**config.mk**
```make
export PLATFORM = sky130hd
export DESIGN_NAME = mem_bus_controller
export DESIGN_NICKNAME = d
export VERILOG_FILES = /design/src/sysbus_pkg.sv /design/src/mem_bus_controller.sv
export VERILOG_INCLUDE_DIRS = /design/src
export SDC_FILE = /design/constraint.sdc
export NUM_CORES = 1
export LEC_CHECK = 0
export BUFFER_PORTS_ARGS = -buffer_cell sky130_fd_sc_hd__buf_4
export CAP_MARGIN = 20
export CORE_AREA = 2 2 129 131
export DETAILED_ROUTE_END_ITERATION = 8
export DIE_AREA = 0 0 131 133
export PLACE_DENSITY = 0.74
export SYNTH_ARGS = -nofsm -noshare
export SYNTH_HDL_FRONTEND = slang
export SYNTH_SLANG_ARGS = --single-unit
```
**constraint.sdc**
```tcl
create_clock -name bus_clk -period 22.3 [get_ports bus_clk]
set_clock_uncertainty 0.15 [all_clocks]
set_input_delay 2.23 -clock bus_clk [delete_from_list [all_inputs] [get_ports bus_clk]]
set_output_delay 2.23 -clock bus_clk [all_outputs]
set_load 0.01 [all_outputs]
```
**src/sysbus_cfg.svh**
```systemverilog
`ifndef SYSBUS_CFG_SVH
`define SYSBUS_CFG_SVH

// Byte address carried by cache requests and command words
`define SYSBUS_ADDR_W 16

// One bus beat
`define SYSBUS_WORD_W 32

// Cache line moved per transaction
`define SYSBUS_LINE_W 128

// Beats per line, lowest word goes first
`define SYSBUS_LINE_WORDS 4

// Bus masters, ic is master 0 and dc is master 1
`define SYSBUS_MASTERS 2

// Main memory depth in lines
// Index is the byte address without its line offset, wrapped to this depth
`define SYSBUS_MEM_LINES 256

`endif

```
**src/sysbus_pkg.sv**
```systemverilog
`default_nettype none

`include "sysbus_cfg.svh"

package sysbus_pkg;

   // Command beat, first valid word after a grant
   // Bit order from the top: write, id, count, spare, address
   typedef struct packed {
      // High for a line write
      logic write;
      // Requesting master
      logic id;
      // Data beats in the burst
      logic [2:0] count;
      // Unused, driven zero
      logic [`SYSBUS_WORD_W-`SYSBUS_ADDR_W-6:0] spare;
      // Byte address of the line
      logic [`SYSBUS_ADDR_W-1:0] addr;
   } bus_cmd_t;

   // One bus word, seen as a command or as a raw data beat
   typedef union packed {
      bus_cmd_t cmd;
      logic [`SYSBUS_WORD_W-1:0] data;
   } bus_word_u;

endpackage

`default_nettype wire

```
**src/mem_bus_controller.sv**
```systemverilog
`default_nettype none

`include "sysbus_cfg.svh"

module mem_bus_controller import sysbus_pkg::*; (
   input  logic bus_clk,
   input  logic reset,
   // Shared bus from the arbiter
   input  bus_word_u bus_word,
   input  logic bus_valid,
   // Responses back to the masters
   output logic [`SYSBUS_WORD_W-1:0] s_word,
   output logic s_valid,
   output logic done,
   // Main memory port
   output logic mem_en,
   output logic mem_wr,
   output logic [$clog2(`SYSBUS_MEM_LINES)-1:0] mem_a,
   output logic [`SYSBUS_LINE_W-1:0] mem_wdata,
   input  logic [`SYSBUS_LINE_W-1:0] mem_rdata
);

   localparam int cnt_w = $clog2(`SYSBUS_LINE_WORDS);
   localparam int mem_a_w = $clog2(`SYSBUS_MEM_LINES);
   // Byte offset inside one line
   localparam int off_w = $clog2(`SYSBUS_LINE_W / 8);
   localparam logic [cnt_w-1:0] last_beat = cnt_w'(`SYSBUS_LINE_WORDS - 1);

   typedef enum logic [2:0] {
      st_idle,
      st_wdata,
      st_wmem,
      st_rmem,
      st_rload,
      st_rsend
   } state_t;

   state_t state;
   logic [cnt_w-1:0] cnt;
   // Assembled write line or read line being sent
   logic [`SYSBUS_LINE_W-1:0] line_q;

   always_ff @(posedge bus_clk) begin
      if (reset) begin
         state <= st_idle;
         cnt <= '0;
      end else begin
         case (state)
            st_idle: begin
               // First valid beat of a tenure is always a command
               if (bus_valid) begin
                  cnt <= '0;
                  state <= bus_word.cmd.write ? st_wdata : st_rmem;
               end
            end
            st_wdata: begin
               if (bus_valid) begin
                  cnt <= cnt + 1'b1;
                  if (cnt == last_beat) begin
                     state <= st_wmem;
                  end
               end
            end
            // Line write, done goes out this cycle
            st_wmem: state <= st_idle;
            st_rmem: state <= st_rload;
            st_rload: begin
               cnt <= '0;
               state <= st_rsend;
            end
            st_rsend: begin
               cnt <= cnt + 1'b1;
               if (cnt == last_beat) begin
                  state <= st_idle;
               end
            end
            default: state <= st_idle;
         endcase
      end
   end

   always_ff @(posedge bus_clk) begin
      // Line index, upper address bits wrap onto the memory depth
      if (state == st_idle && bus_valid) begin
         mem_a <= bus_word.cmd.addr[off_w +: mem_a_w];
      end
      if (state == st_wdata && bus_valid) begin
         line_q <= {bus_word.data, line_q[`SYSBUS_LINE_W-1:`SYSBUS_WORD_W]};
      end else if (state == st_rload) begin
         // Registered RAM output is valid here
         line_q <= mem_rdata;
      end else if (state == st_rsend) begin
         line_q <= line_q >> `SYSBUS_WORD_W;
      end
   end

   assign s_word = line_q[`SYSBUS_WORD_W-1:0];
   assign s_valid = (state == st_rsend);
   // Done rides on the last read beat or on the line write
   assign done = (state == st_wmem) || (state == st_rsend && cnt == last_beat);
   assign mem_en = (state == st_rmem) || (state == st_wmem);
   assign mem_wr = (state == st_wmem);
   assign mem_wdata = line_q;

endmodule

`default_nettype wire

```
==> results.toml, run 1 <==
[setup_path]
worst-r2r-cell-count = 5
r2r_setup_slack_ns = 19.02
startpoint_type = "primary input"
cp_common_cell = "buf_4"
end_kind = "flop"
r2r_start = "state[2]$_SDFFE_PP0P_"
cp_max_fo = 60
endpoint = "mem_wdata[102]$_DFFE_PP_"
path_class = "in -> reg"
path_cells = "buf_4 -> nand2_1 -> o21ai_4 -> buf_4 -> buf_4"
slowest_delay_ns = 0.73
startpoint = "bus_valid"
cp_data_arrival_time_ns = 4.32
cp_slowest_cell = "buf_4"
cp.required_ns = 22.19
r2r-end = "mem_wdata[93]$_DFFE_PP_"

[global_route]
grt_max_degree = 68
grt.total_usage = 0.188
grt_pass1_vias = 4201
overflow = 0
grt_pass1_wl_um = 24200
antenna_found_initial = 0

[sta]
relSlewSlack = 0.297
tightestPinTransition_ns = 1.06
setup-violations-final = 0
final-hold-violation-count = 0
drv_slew = 0
clock.fmax_mhz = 226
fin_ws_ns = 17.87
layout_min_cycle_time_ns = 4.43
fin_setup_tns_ns = 0
finalCritPeriodShare = 0.199
rsz0062_at_grt = "false"

[die]
chipHeight_um = 133
die_w_um = 131
rows = 47
dieArea_sq_um = 17400
io_pins = 335
initial_core_util = 0.408
core_sq_um = 16200

[clocking]
cts.sinks = 141
clk_latency_ns = 0.42
cts_buffers = 17
cts_resized = 0
cts_buffer_depth = 2
holdBufCountCts = 0
root_buffer = "clkbuf_16"
cts_max_level = 4
cts_tree = "yes"
clk_pin_slew_ns = 0.06
cts_post_setup_buffers_inserted = 0

[yosys]
synth-seq-area-share = 0.634
synthTopCellsByCount = "edfxtp_1, mux2_4, a22o_1, buf_4, buf_12"
ys_ff_latch = 141
synth_edf_count = 136
synth_ff_type = "edfxtp_1"
synthesis.nets = 514
netlist-cell-type-count = 31
synth_area_per_cell_sq_um = 18.8
synth.largest_area_cell = "edfxtp_1"
synth.top_cell.area_share = 0.619
async_flop_share = 0
yosys_warnings = 0
syn_inst = 350
synth.cell_area_sq_um = 6600
synth_most_common_cell = "edfxtp_1"
synth_area_leaders = "edfxtp_1, mux2_4, a22o_1, buf_4, buf_12"

[cells_and_area]
utilization = 0.588
nNetsFinal = 820
area_growth_pct = 44.1
regArea_sq_um = 4180
instances_no_fill = 889
num_antenna_cells = 0
drive_gt1_frac = 0.692
multi_input_area_sq_um = 1880
n_fill_cell = 1276

[drt]
drtAntennaViolNets = 0
wl_um = 16900
first_pass_iters = 4
routed_via_density = 4.65
num_vias = 4137
drtIter0Drc = 228
drc = 0
avgRoutedWirePerCell_um = 19.0

[place]
gp_congestion = 0.811
dp.cells = 857
dp_slack_ns = 17.41
io_buffers = 334
dp_hpwl_um = 12900

[power]
p_per_area_nw_per_um2 = 73.4
power.leakage_uw = 0.00405
vdd_ir_drop_max_v = 0.0000498

[job]
timing.max_cap.violations = 0

[status]
outcome = "completed"

[min_path]
hp-class = "reg -> reg"
## metrics by stage
step	instance area, sq um	power, uW	hold WS (ns)
2_1_floorplan	6600	367	0.293
3_3_place_gp	8880	408	0.306
3_5_place_dp	8880	410	0.324
4_1_cts	9500	702	0.332
5_1_grt	9500	720	0.349
6_report	9500	698	0.333
## flip-flops by register name (all words and copies together) (netlist names)
signal     cells
mem_wdata    128
cnt            2
state          3
mem_a          8
## worst max-delay path: cells and delay by family
kind,cells,cell delay (ns)
simple gates,1,0.11
buf+inv,3,1.49
compound gates,1,0.42
## final cells by class
class / count / area share
Clock inverter: 11 / 0.0146
Sequential cell: 141 / 0.440
Clock buffer: 21 / 0.0506
Timing Repair Buffer: 338 / 0.267
Tap cell: 220 / 0.0290
Inverter: 2 / 0.000790
Multi-Input combinational cell: 156 / 0.198
## cells in the final DEF (no fill, tap or decap), types with 2 or more instances in the layout
cell / instances
buf_4: 338
edfxtp_1: 136
mux2_4: 88
a22o_1: 32
clkbuf_16: 17
mux2_1: 8
nor2_1: 7
clkinv_2: 5
dfxtp_1: 5
nand2_1: 4
clkbuf_8: 4
bufinv_16: 3
a21oi_1: 2
clkinvlp_4: 2
## where the power goes
part	switching [uW]	internal, uW
combinational	34.6	52.0
sequential	8.67	309
clock	107	187
## how the worst min path moves through the flow
stage	from	end	cells after the start
after floorplan	cnt[0]$_SDFFE_PP0P_	cnt[0]$_SDFFE_PP0P_	2
after global placement	cnt[0]$_SDFFE_PP0P_	cnt[0]$_SDFFE_PP0P_	2
after detailed placement	cnt[0]$_SDFFE_PP0P_	cnt[0]$_SDFFE_PP0P_	2
after CTS	cnt[0]$_SDFFE_PP0P_	cnt[0]$_SDFFE_PP0P_	2
after global routing	cnt[0]$_SDFFE_PP0P_	cnt[0]$_SDFFE_PP0P_	2
final	cnt[0]$_SDFFE_PP0P_	cnt[0]$_SDFFE_PP0P_	2
## kinds of logic after synthesis
logic type / count (synthesis) / synth area share
flops: 141 / 0.634
simple gates: 18 / 0.0157
buf+inv: 53 / 0.0825
mux: 96 / 0.214
fa+ha+maj: 1 / 0.00190
compound gates: 41 / 0.0516
## metal layers
metal / wire (um) / track usage
met2: 9010 / 0.329
met1: 6520 / 0.216
met3: 944 / 0.0522
met5: 0 / 0
met4: 433 / 0.0739
No activity file was read; power rests on OpenSTA's default activity.
==> run 2, diff against run 1 <==
CORE_AREA = 2 2 131 133   (was 2 2 129 131)
DIE_AREA = 0 0 133 135   (was 0 0 131 133)
PLACE_DENSITY = 0.72   (was 0.74)
clock period = 4.2 ns   (was 22.3 ns; I/O delays follow)
==> results.toml, run 2 (synthesized netlist as in run 1, its figures left out) <==
[status]
outcome = "completed"

[clocking]
cts.sinks = 141
holdBufCountCts = 0
clk_pin_slew_ns = 0.06
root_buffer = "clkbuf_16"
cts_buffers = 17
cts_post_setup_buffers_inserted = 0
clk_latency_ns = 0.41
cts_resized = 0
cts_max_level = 4
cts_tree = "yes"
cts_buffer_depth = 2

[setup_path]
path_cells = "inv_2 -> o21ai_4 -> buf_12"
r2r_setup_slack_ns = 1.88
path_class = "reg -> reg"
startpoint_type = "flop"
cp.required_ns = 4.12
end_kind = "flop"
cp_max_fo = 67
cp_slowest_cell = "o21ai_4"
slowest_delay_ns = 0.64
cp_data_arrival_time_ns = 2.23

[cells_and_area]
drive_gt1_frac = 0.687
final_cell_mix = "buf_4, edfxtp_1, mux2_4"
num_antenna_cells = 0
nNetsFinal = 821
largest_reg_flops = 128
regArea_sq_um = 4180
n_fill_cell = 1326
instances_no_fill = 890
layout_commonest_cell = "buf_4"
multi_input_area_sq_um = 1880
area_growth_pct = 43.1
utilization = 0.575

[drt]
drtAntennaViolNets = 0
num_vias = 4136
first_pass_iters = 4
avgRoutedWirePerCell_um = 18.9
drc = 0
wl_um = 16800
drtIter0Drc = 224
routed_via_density = 4.65

[global_route]
antenna_found_initial = 0
grt_pass1_wl_um = 24200
grt_max_degree = 68
grt_pass1_vias = 4288
overflow = 0
grt.total_usage = 0.180

[place]
dp.cells = 858
gp_congestion = 0.857
io_buffers = 334
dp_slack_ns = 1.90
dp_hpwl_um = 13000

[sta]
relSlewSlack = 0.468
finalCritPeriodShare = 0.552
rsz0062_at_grt = "false"
tightestPinTransition_ns = 0.795
final-hold-violation-count = 0
fin_setup_tns_ns = 0
fin_ws_ns = 1.88
setup-violations-final = 0
whs_ns = 0.0432
clock.fmax_mhz = 431
layout_min_cycle_time_ns = 2.32
drv_slew = 0

[die]
io_pins = 335
dieArea_sq_um = 18000
core_sq_um = 16400
die_w_um = 133
rows = 47
chipHeight_um = 135
initial_core_util = 0.402

[min_path]
hp-class = "in -> reg"

[power]
p_per_area_nw_per_um2 = 365
power.leakage_uw = 0.00401
vdd_ir_drop_max_v = 0.000250

[job]
timing.max_cap.violations = 0
run 2: cell type report:
| cell class | count | area share |
|---|---|---|
| well taps | 220 | 0.0292 |
| multi-input cells | 156 | 0.199 |
| flip-flops and latches | 141 | 0.443 |
| clock buffers | 17 | 0.0451 |
| repair buffers | 339 | 0.274 |
| clock inverters | 15 | 0.00875 |
| inverters | 2 | 0.000796 |
run 2: where the power goes:
group / total [uW] / switching [uW] / internal (uW)
clock network: 1290 / 556 / 737
registers: 1690 / 46.8 / 1640
logic: 463 / 184 / 279
total: 3440 / 787 / 2660
run 2: final timing paths:
| path | startpoint | to | cells after the start |
|---|---|---|---|
| setup / recovery | state[0]$_SDFFE_PP0P_ | mem_wdata[47]$_DFFE_PP_ | 3 |
| hold / removal | bus_word[5] | mem_a[1]$_DFFE_PP_ | 1 |
| setup reg to reg | state[0]$_SDFFE_PP0P_ | mem_wdata[47]$_DFFE_PP_ | 3 |
| hold reg to reg | cnt[0]$_SDFFE_PP0P_ | cnt[0]$_SDFFE_PP0P_ | 2 |
run 2: critical path: cells and delay by family (launching register included):
kind	cells	cell delay, ns
buffers and inverters	2	0.50
flip-flops	1	0.59
AO/OA/AOI/OAI	1	0.64
run 2: per-layer routing:
layer,GRT usage,part of all wire
met1,0.211,0.39
met4,0.0597,0.016
met3,0.0529,0.060
met2,0.316,0.53
met5,0,0
run 2: per-stage QoR:
| stage | power (uW) | area (sq um) |
|---|---|---|
| 6_report | 3440 | 9440 |
| 2_1_floorplan | 1920 | 6610 |
| 5_1_grt | 3560 | 9440 |
| 3_3_place_gp | 2170 | 8930 |
| 3_5_place_dp | 2180 | 8930 |
| 4_1_cts | 3480 | 9440 |
