==> config.mk <==
export PLATFORM = sky130hd
export DESIGN_NAME = cache_bus_controller
export DESIGN_NICKNAME = d
export VERILOG_FILES = /design/src/sysbus_pkg.sv /design/src/cache_bus_controller.sv
export VERILOG_INCLUDE_DIRS = /design/src
export SDC_FILE = /design/constraint.sdc
export NUM_CORES = 1
export LEC_CHECK = 0
export BUFFER_PORTS_ARGS = -buffer_cell sky130_fd_sc_hd__buf_2
export CORE_MARGIN = 5
export CORE_UTILIZATION = 41
export CTS_BUF_LIST = sky130_fd_sc_hd__clkbuf_4 sky130_fd_sc_hd__clkbuf_8 sky130_fd_sc_hd__clkbuf_16
export DETAILED_ROUTE_END_ITERATION = 10
export MAX_ROUTING_LAYER = met4
export PLACE_DENSITY = 0.76
export SKIP_LAST_GASP = 1
export SYNTH_ARGS = -nofsm -noshare
export SYNTH_HDL_FRONTEND = slang
export SYNTH_SLANG_ARGS = --single-unit
==> constraint.sdc <==
create_clock -name bus_clk -period 4.9 [get_ports bus_clk]
set_input_delay 0.245 -clock bus_clk [delete_from_list [all_inputs] [get_ports bus_clk]]
set_output_delay 0.245 -clock bus_clk [all_outputs]
set_load 0.005 [all_outputs]
==> src/sysbus_cfg.svh <==
`ifndef SYSBUS_CFG_SVH
`define SYSBUS_CFG_SVH

// Byte address carried by cache requests and command words
`define SYSBUS_ADDR_W 16

// One bus beat
`define SYSBUS_WORD_W 32

// Cache line moved per transaction
`define SYSBUS_LINE_W 128

// Beats per line, lowest word goes first
`define SYSBUS_LINE_WORDS 4

// Bus masters, ic is master 0 and dc is master 1
`define SYSBUS_MASTERS 2

// Main memory depth in lines
// Index is the byte address without its line offset, wrapped to this depth
`define SYSBUS_MEM_LINES 256

`endif

==> src/sysbus_pkg.sv <==
`default_nettype none

`include "sysbus_cfg.svh"

package sysbus_pkg;

   // Command beat, first valid word after a grant
   // Bit order from the top: write, id, count, spare, address
   typedef struct packed {
      // High for a line write
      logic write;
      // Requesting master
      logic id;
      // Data beats in the burst
      logic [2:0] count;
      // Unused, driven zero
      logic [`SYSBUS_WORD_W-`SYSBUS_ADDR_W-6:0] spare;
      // Byte address of the line
      logic [`SYSBUS_ADDR_W-1:0] addr;
   } bus_cmd_t;

   // One bus word, seen as a command or as a raw data beat
   typedef union packed {
      bus_cmd_t cmd;
      logic [`SYSBUS_WORD_W-1:0] data;
   } bus_word_u;

endpackage

`default_nettype wire

==> src/cache_bus_controller.sv <==
`default_nettype none

`include "sysbus_cfg.svh"

module cache_bus_controller import sysbus_pkg::*; #(
   parameter int master_id = 0
) (
   input  logic bus_clk,
   input  logic reset,
   // Cache side
   input  logic en,
   input  logic wr,
   input  logic [`SYSBUS_ADDR_W-1:0] a,
   input  logic [`SYSBUS_LINE_W-1:0] write_data,
   output logic [`SYSBUS_LINE_W-1:0] read_data,
   output logic r,
   // Arbiter side
   output logic br,
   input  logic bg,
   output bus_word_u m_word,
   output logic m_valid,
   // Slave responses
   input  logic [`SYSBUS_WORD_W-1:0] s_word,
   input  logic s_valid,
   input  logic done
);

   localparam int cnt_w = $clog2(`SYSBUS_LINE_WORDS);
   localparam logic [cnt_w-1:0] last_beat = cnt_w'(`SYSBUS_LINE_WORDS - 1);

   typedef enum logic [2:0] {
      st_idle,
      st_req,
      st_cmd,
      st_data,
      st_resp
   } state_t;

   state_t state;
   logic [cnt_w-1:0] cnt;

   // Request latched on en
   logic wr_q;
   logic [`SYSBUS_ADDR_W-1:0] a_q;
   // Shared line buffer
   // Write data shifts out of the bottom, read beats shift in at the top
   logic [`SYSBUS_LINE_W-1:0] line_q;

   // Slave beats count only while this master owns the bus
   logic resp_beat;
   logic resp_done;

   assign resp_beat = bg && s_valid;
   assign resp_done = bg && done;

   always_ff @(posedge bus_clk) begin
      if (reset) begin
         state <= st_idle;
         cnt <= '0;
         br <= 1'b0;
         r <= 1'b1;
      end else begin
         case (state)
            st_idle: begin
               if (en) begin
                  state <= st_req;
                  br <= 1'b1;
                  r <= 1'b0;
               end
            end
            st_req: begin
               // Wait out the other master
               if (bg) begin
                  state <= st_cmd;
               end
            end
            st_cmd: begin
               cnt <= '0;
               state <= wr_q ? st_data : st_resp;
            end
            st_data: begin
               cnt <= cnt + 1'b1;
               if (cnt == last_beat) begin
                  state <= st_resp;
               end
            end
            st_resp: begin
               // br falls and r rises the cycle after done
               if (resp_done) begin
                  state <= st_idle;
                  br <= 1'b0;
                  r <= 1'b1;
               end
            end
            default: begin
               state <= st_idle;
            end
         endcase
      end
   end

   always_ff @(posedge bus_clk) begin
      if (state == st_idle && en) begin
         wr_q <= wr;
         a_q <= a;
         line_q <= write_data;
      end else if (state == st_data) begin
         line_q <= line_q >> `SYSBUS_WORD_W;
      end else if (state == st_resp && resp_beat) begin
         // Lowest word arrives first and ends up at the bottom
         line_q <= {s_word, line_q[`SYSBUS_LINE_W-1:`SYSBUS_WORD_W]};
      end
   end

   // Outgoing beat, command then optional write data
   always_comb begin
      m_word = '0;
      m_valid = 1'b0;
      if (state == st_cmd) begin
         m_word.cmd.write = wr_q;
         m_word.cmd.id = 1'(master_id);
         m_word.cmd.count = 3'(`SYSBUS_LINE_WORDS);
         m_word.cmd.addr = a_q;
         m_valid = 1'b1;
      end else if (state == st_data) begin
         m_word.data = line_q[`SYSBUS_WORD_W-1:0];
         m_valid = 1'b1;
      end
   end

   assign read_data = line_q;

endmodule

`default_nettype wire

==> results.sh, run 1 <==
export IMPL_outcome="completed"
export IMPL_wl_per_cell_um=16.9
export IMPL_cap_violations=0
export IMPL_grt_overflow=0
export IMPL_pwr_density_cell_nw_per_um2=474
export IMPL_cts_tree="done"
export IMPL_pwr_share_seq_pct=46.9
export IMPL_cts_buffers=17
export IMPL_p_leak_uw=0.00443
export IMPL_synth_top_area_share_pct=65.2
export IMPL_holdWs_ns=0.0188
export IMPL_fin_crit_ns=3.25
export IMPL_relSlewSlack_pct=27.0
export IMPL_grt_usage_pct=20.4
export IMPL_drive_gt1_share_pct=40.5
export IMPL_routed_via_density=4.70
export IMPL_fin_crit_sh_pct=66.4
export IMPL_die_height_um=138
export IMPL_hold_depth=1
export IMPL_cts_resized=0
export IMPL_worst_setup_path_start_kind="register"
export IMPL_netlist_area_um2=6680
export IMPL_first_global_vias=5257
export IMPL_layout_common_cells="buf_2, nand2_1, edfxtp_1"
export IMPL_layout_nets=1122
export IMPL_power_net_switching_uw=1320
export IMPL_worst_pin_slew_ns=1.09
export IMPL_clock_latency_ns=0.41
export IMPL_min_from="a[9]"
export IMPL_setup_tns_ns=0
export IMPL_p_sw_share_pct=30.4
export IMPL_drtAntennaViolNets=0
export IMPL_final_core_util_pct=57.4
export IMPL_fillers=1360
export IMPL_cts_htree_levels=4
export IMPL_peakVddDrop_uv=227
export IMPL_yosysSeqAreaShare_pct=67.3
export IMPL_cp_end_kind="register"
export IMPL_min_path_type="input port to register"
export IMPL_yosysWarnings=0
export IMPL_core_area_um2=15900
export IMPL_layout_commonest_cell="buf_2"
export IMPL_finalSetupViolations=0
export IMPL_combPwrFrac_pct=25.3
export IMPL_row_count=46
export IMPL_hold_path_end="a_q[9]$_DFFE_PP_"
export IMPL_hold_viol_final=0
export IMPL_cts_sinks=152
export IMPL_fp_dieW_um=138
export IMPL_grt_setup_unrepaired="no"
export IMPL_die_area_um2=18900
export IMPL_pwr_share_clk_pct=27.8
export IMPL_synth_seq_cells=152
export IMPL_yosys_area_top_type="edfxtp_1"
export IMPL_drv_slew=0
export IMPL_rr_worst_depth=6
export IMPL_synth_ff_type="edfxtp_1"
export IMPL_crit_type="register to register"
export IMPL_synth_edff_count=145
export IMPL_fin_skew_ns=0.00884
export IMPL_routed_wirelength_um=19800
export IMPL_grt_pass1_wl_um=28400
export IMPL_syn_avg_cell_area_um2=11.2
export IMPL_antenna_found_initial=1
export IMPL_ios=346
export IMPL_drt_iter0_markers=242
export IMPL_route_detailed_drc=0
export IMPL_worst_setup_hold_path_clk_slew_ns=0.06
export IMPL_async_reset_ff_share_pct=0
export IMPL_netlist_cell_type_count=31
export IMPL_p_int_uw=3020
export IMPL_initial_utilization_pct=41.9
export IMPL_syn_inst=598
export IMPL_first_pass_iters=4
export IMPL_io_buffers=345
export IMPL_grt_start_max_net_pins=108
export IMPL_root_buffer="clkbuf_16"
export IMPL_syn_to_final_growth_pct=37.1
export IMPL_fmax_mhz=307
export IMPL_synth_net_count=782
export IMPL_worstPathMaxFanout=67
export IMPL_place_congestion=0.874
export IMPL_crit_arrival_ns=3.32
export IMPL_reg2reg_to="read_data[116]$_DFFE_PP_"
export IMPL_dp_hpwl_um=14700
export IMPL_synthTopCellsByArea="edfxtp_1, nand2_1, a22o_1, mux2i_1, dfxtp_1"
export IMPL_required_ns=4.97
export IMPL_cts_buffer_depth=2
export IMPL_vias=5492
export IMPL_timing_rr_start="state[0]$_SDFFE_PP0P_"
export IMPL_r2r_slack_ns=1.65
layer usage:
| layer | routed length (um) | up-vias | GRT usage, % |
|---|---|---|---|
| li1 | - | 2716 | - |
| met4 | 337 | 0 | 5.71 |
| met5 | 0 | - | - |
| met3 | 1220 | 23 | 3.80 |
| met1 | 7500 | 2550 | 24.1 |
| met2 | 10700 | 203 | 35.8 |
cells in the mapped netlist (all sizes together) (2+ instances only):
library cell  instances
a22oi                 2
nor2b                 3
nand2b                5
dfxtp                 7
clkbuf               14
nor2                 22
mux2i                19
edfxtp              145
a21oi                 4
buf                  24
inv                   4
nand2               290
nand4                 2
a22o                 32
and2                 14
worst max-delay path: stages, from the launching register on:
cell     delay, ns
dfxtp_1       0.30
buf_4         0.24
or4b_4        0.57
inv_4         0.36
nor2_4        0.25
nand2_4       0.72
buf_12        0.40
registers in the layout, indices dropped and copies added (netlist names):
register and cells:
read_data 128, state 3, br 1, wr_q 1, a_q 16, cnt 2, r 1
per-stage QoR:
step | total power, uW | cell area (um2) | setup WS, ns | cells
global route | 4580 | 9150 | 1.42 | 1168
global placement | 3130 | 8490 | 1.69 | 1125
CTS | 4390 | 9140 | 1.63 | 1166
detailed placement | 3170 | 8490 | 1.64 | 1125
floorplan | 2660 | 6680 | 0.310 | 598
finish | 4340 | 9150 | 1.65 | 1169
kinds of logic after synthesis:
family | after synthesis | share of synthesized area [%]
simple gates | 341 | 20.4
mux | 20 | 3.02
flops | 152 | 67.3
fa+ha+maj | 1 | 0.187
buf+inv | 42 | 3.82
compound gates | 42 | 5.27
power by group through the flow:
stage	logic (uW)	clock network, uW	registers [uW]
detailed placement	1110	0	2060
CTS	1120	1230	2040
floorplan	589	0	2070
global route	1220	1290	2070
global placement	1080	0	2060
finish	1100	1210	2030
layout make-up:
| cell class | count | area (um2) | share of cell area, % |
|---|---|---|---|
| sequential | 152 | 4490 | 49.1 |
| multi-input combinational | 404 | 1940 | 21.2 |
| timing repair buffer | 359 | 1870 | 20.4 |
| clock buffer | 20 | 448 | 4.90 |
| tap | 216 | 270 | 2.95 |
| clock inverter | 12 | 104 | 1.13 |
| inverter | 4 | 17.5 | 0.191 |
| antenna | 2 | 5.00 | 0.0547 |
worst max-delay path by stage:
stage	start	end	slack, ns	depth (start not counted)
2_1_floorplan	state[0]$_SDFFE_PP0P_	read_data[0]$_DFFE_PP_	0.31	7
3_3_place_gp	state[0]$_SDFFE_PP0P_	read_data[110]$_DFFE_PP_	1.69	6
3_5_place_dp	state[0]$_SDFFE_PP0P_	read_data[115]$_DFFE_PP_	1.64	6
4_1_cts	state[0]$_SDFFE_PP0P_	read_data[77]$_DFFE_PP_	1.63	6
5_1_grt	state[0]$_SDFFE_PP0P_	read_data[111]$_DFFE_PP_	1.42	6
6_report	state[0]$_SDFFE_PP0P_	read_data[116]$_DFFE_PP_	1.65	6
timing repair:
item                                   4_1_cts  5_1_grt
endpoints found under the hold margin        9        1
hold buffers                                 9        1
buffers inserted                             0        0
(Power assumes the default switching activity.)
==> run 2: changes to the inputs <==
--- a/config.mk
+++ b/config.mk
@@ -6,13 +6,14 @@
 export SDC_FILE = /design/constraint.sdc
 export NUM_CORES = 1
 export LEC_CHECK = 0
+export ABC_AREA = 1
 export BUFFER_PORTS_ARGS = -buffer_cell sky130_fd_sc_hd__buf_2
 export CORE_MARGIN = 5
 export CORE_UTILIZATION = 41
 export CTS_BUF_LIST = sky130_fd_sc_hd__clkbuf_4 sky130_fd_sc_hd__clkbuf_8 sky130_fd_sc_hd__clkbuf_16
 export DETAILED_ROUTE_END_ITERATION = 10
 export MAX_ROUTING_LAYER = met4
-export PLACE_DENSITY = 0.76
+export PLACE_DENSITY = 0.77
 export SKIP_LAST_GASP = 1
 export SYNTH_ARGS = -nofsm -noshare
 export SYNTH_HDL_FRONTEND = slang
==> constraint.sdc (replaced) <==
create_clock -name bus_clk -period 2.9 [get_ports bus_clk]
set_input_delay 0.145 -clock bus_clk [delete_from_list [all_inputs] [get_ports bus_clk]]
set_output_delay 0.145 -clock bus_clk [all_outputs]
set_load 0.005 [all_outputs]
==> run 2 against run 1 <==
Maximum frequency increased by 32%; design area increased by 13%; largest cell class unchanged; flip-flop and latch count stayed put; synthesized cell count grew 1.8%; combinational power grew to 3.5 times the previous value; clock skew rose by 0.00095 ns; cell count up 11%; register-to-register slack got worse by 1.2 ns.
==> results.sh, run 2 <==
export IMPL_outcome="completed"
export IMPL_root_buffer="clkbuf_16"
export IMPL_yosysSeqAreaShare_pct=68.2
export IMPL_die_area_um2=18700
export IMPL_crit_type="register to register"
export IMPL_worst_setup_path_start_kind="register"
export IMPL_grt_pass1_wl_um=33300
export IMPL_cts_tree="done"
export IMPL_finalSetupViolations=0
export IMPL_relSlewSlack_pct=31.2
export IMPL_grt_setup_unrepaired="no"
export IMPL_first_global_vias=6340
export IMPL_ctsHoldBuffers=118
export IMPL_post_cts_buffers=0
export IMPL_fillers=1139
export IMPL_rr_worst_depth=6
export IMPL_drt_iter0_markers=418
export IMPL_reg2reg_to="read_data[0]$_DFFE_PP_"
export IMPL_yosys_area_top_type="edfxtp_1"
export IMPL_timing_rr_start="state[2]$_SDFFE_PP0P_"
export IMPL_dp_hpwl_um=14700
export IMPL_synth_edff_count=145
export IMPL_syn_avg_cell_area_um2=10.8
export IMPL_crit_arrival_ns=2.61
export IMPL_cts_sinks=152
export IMPL_cp_end_kind="register"
export IMPL_final_seq_area_um2=4490
export IMPL_placed_cell_area_um2=8490
export IMPL_fin_crit_ns=2.46
export IMPL_place_congestion=0.876
export IMPL_die_height_um=137
export IMPL_cts_buffer_depth=2
export IMPL_vias=6300
export IMPL_grt_start_max_net_pins=99
export IMPL_core_area_um2=15800
export IMPL_largest_reg_flops=128
export IMPL_netlist_area_um2=6590
export IMPL_grt_usage_pct=24.3
export IMPL_syn_to_final_growth_pct=56.2
export IMPL_fin_crit_sh_pct=84.7
export IMPL_row_count=46
export IMPL_p_leak_uw=0.00500
export IMPL_fmax_mhz=407
export IMPL_cts_htree_levels=4
export IMPL_required_ns=3.05
export IMPL_worstPathMaxFanout=42
export IMPL_drv_slew=0
export IMPL_io_buffers=345
export IMPL_drtAntennaViolNets=0
export IMPL_clock_latency_ns=0.42
export IMPL_async_reset_ff_share_pct=0
export IMPL_initial_utilization_pct=41.6
export IMPL_synth_most_common_cell="nand2_1"
export IMPL_wl_per_cell_um=17.4
export IMPL_first_pass_iters=5
export IMPL_fin_skew_ns=0.00978
export IMPL_drive_gt1_share_pct=36.3
export IMPL_layout_common_cells="buf_2, nand2_1, edfxtp_1"
export IMPL_multiInputGateArea_um2=1820
export IMPL_peakVddDrop_uv=536
export IMPL_layout_setup_ws_ns=0.442
export IMPL_holdWs_ns=0.0147
export IMPL_cts_resized=0
export IMPL_synth_ff_type="edfxtp_1"
export IMPL_cp_endpoint="read_data[0]$_DFFE_PP_"
export IMPL_ios=346
export IMPL_hold_viol_final=0
export IMPL_syn_inst=609
export IMPL_synth_top_area_share_pct=66.1
export IMPL_cts_buffers=17
export IMPL_antenna_found_initial=0
export IMPL_netlist_cell_type_count=21
export IMPL_synth_seq_cells=152
export IMPL_crit_start="state[2]$_SDFFE_PP0P_"
export IMPL_synthTopCellsByCount="nand2_1, edfxtp_1, a22o_1"
export IMPL_route_detailed_drc=0
export IMPL_fp_dieW_um=137
export IMPL_routed_wirelength_um=22600
export IMPL_pwr_density_cell_nw_per_um2=1050
export IMPL_setup_tns_ns=0
export IMPL_worst_setup_hold_path_clk_slew_ns=0.06
export IMPL_routed_via_density=4.86
export IMPL_layout_commonest_cell="buf_2"
export IMPL_cap_violations=0
export IMPL_fin_area_um2=10300
export IMPL_grt_overflow=0
export IMPL_min_path_type="input port to register"
export IMPL_synth_net_count=793
export IMPL_n_antenna_cell=0
export IMPL_yosysWarnings=0
export IMPL_layout_nets=1250
export IMPL_worst_pin_slew_ns=1.03
export IMPL_post_place_ws_ns=0.432
export IMPL_synthTopCellsByArea="edfxtp_1, nand2_1, a22o_1, dfxtp_1, inv_1"
export IMPL_r2r_slack_ns=0.44
==> run 2: changes by cell type after synthesis, sizes merged, moves of 2 or more <==
cell    delta
a22oi      -2
clkbuf     -6
nor3       +2
o21ai      +4
a22o      +16
nand2     +15
inv       +22
and2      -14
nand2b     -5
nand4      -2
nand3      +7
nor2b      -3
mux2i     -19
==> run 2: kinds of logic after synthesis <==
family / share of synthesized area [%]
flip-flops: 68.2
adder cells (fa/ha/maj): 0.190
buffers and inverters: 4.42
AO/OA/AOI/OAI: 7.18
AND/OR/NAND/NOR: 20.0
==> run 2: how the worst min path moves through the flow <==
stage                    start                       end  depth (start not counted)
global placement          a[7]          a_q[7]$_DFFE_PP_                          1
finish              s_word[23]  read_data[119]$_DFFE_PP_                          2
CTS                  s_word[2]   read_data[98]$_DFFE_PP_                          2
floorplan                reset           br$_SDFFE_PP0P_                          1
global route        s_word[30]  read_data[126]$_DFFE_PP_                          2
detailed placement       a[13]         a_q[13]$_DFFE_PP_                          1
==> run 2: worst max-delay path: stages (launching register included) <==
cell,delay [ns]
dfxtp_1,0.57
nor2_2,0.09
inv_2,0.25
nand2_1,0.13
inv_2,0.47
nand2_8,0.32
buf_4,0.35
==> run 2: where the power goes <==
part / internal [uW] / total, uW / switching (uW)
Sequential: 3970 / 4630 / 661
Combinational: 1530 / 3830 / 2290
Clock: 1450 / 2320 / 872
Total: 6950 / 10800 / 3830
==> run 2: final cells by class <==
type                            count  area share (%)
Inverter                           26           0.972
Multi-Input combinational cell    398            17.7
Sequential cell                   152            43.7
Clock inverter                      8            1.20
Tap cell                          216            2.62
Timing Repair Buffer              471            29.1
Clock buffer                       24            4.76
==> run 2: through the flow <==
stage	util, %	cells	power (uW)
final	65.1	1295	10800
after global placement	53.6	1144	8170
after detailed placement	53.6	1144	8270
after global routing	65.1	1295	11400
after CTS	65.0	1294	10700
after floorplan	-	609	6480
==> run 2: metal layers <==
| metal | vias to the layer above | track usage [%] | share of wire, % |
|---|---|---|---|
| met5 | - | - | 0 |
| li1 | 2968 | - | - |
| met2 | 341 | 42.6 | 52 |
| met1 | 2919 | 26.9 | 37 |
| met4 | 0 | 10.2 | 3.5 |
| met3 | 72 | 4.89 | 6.6 |
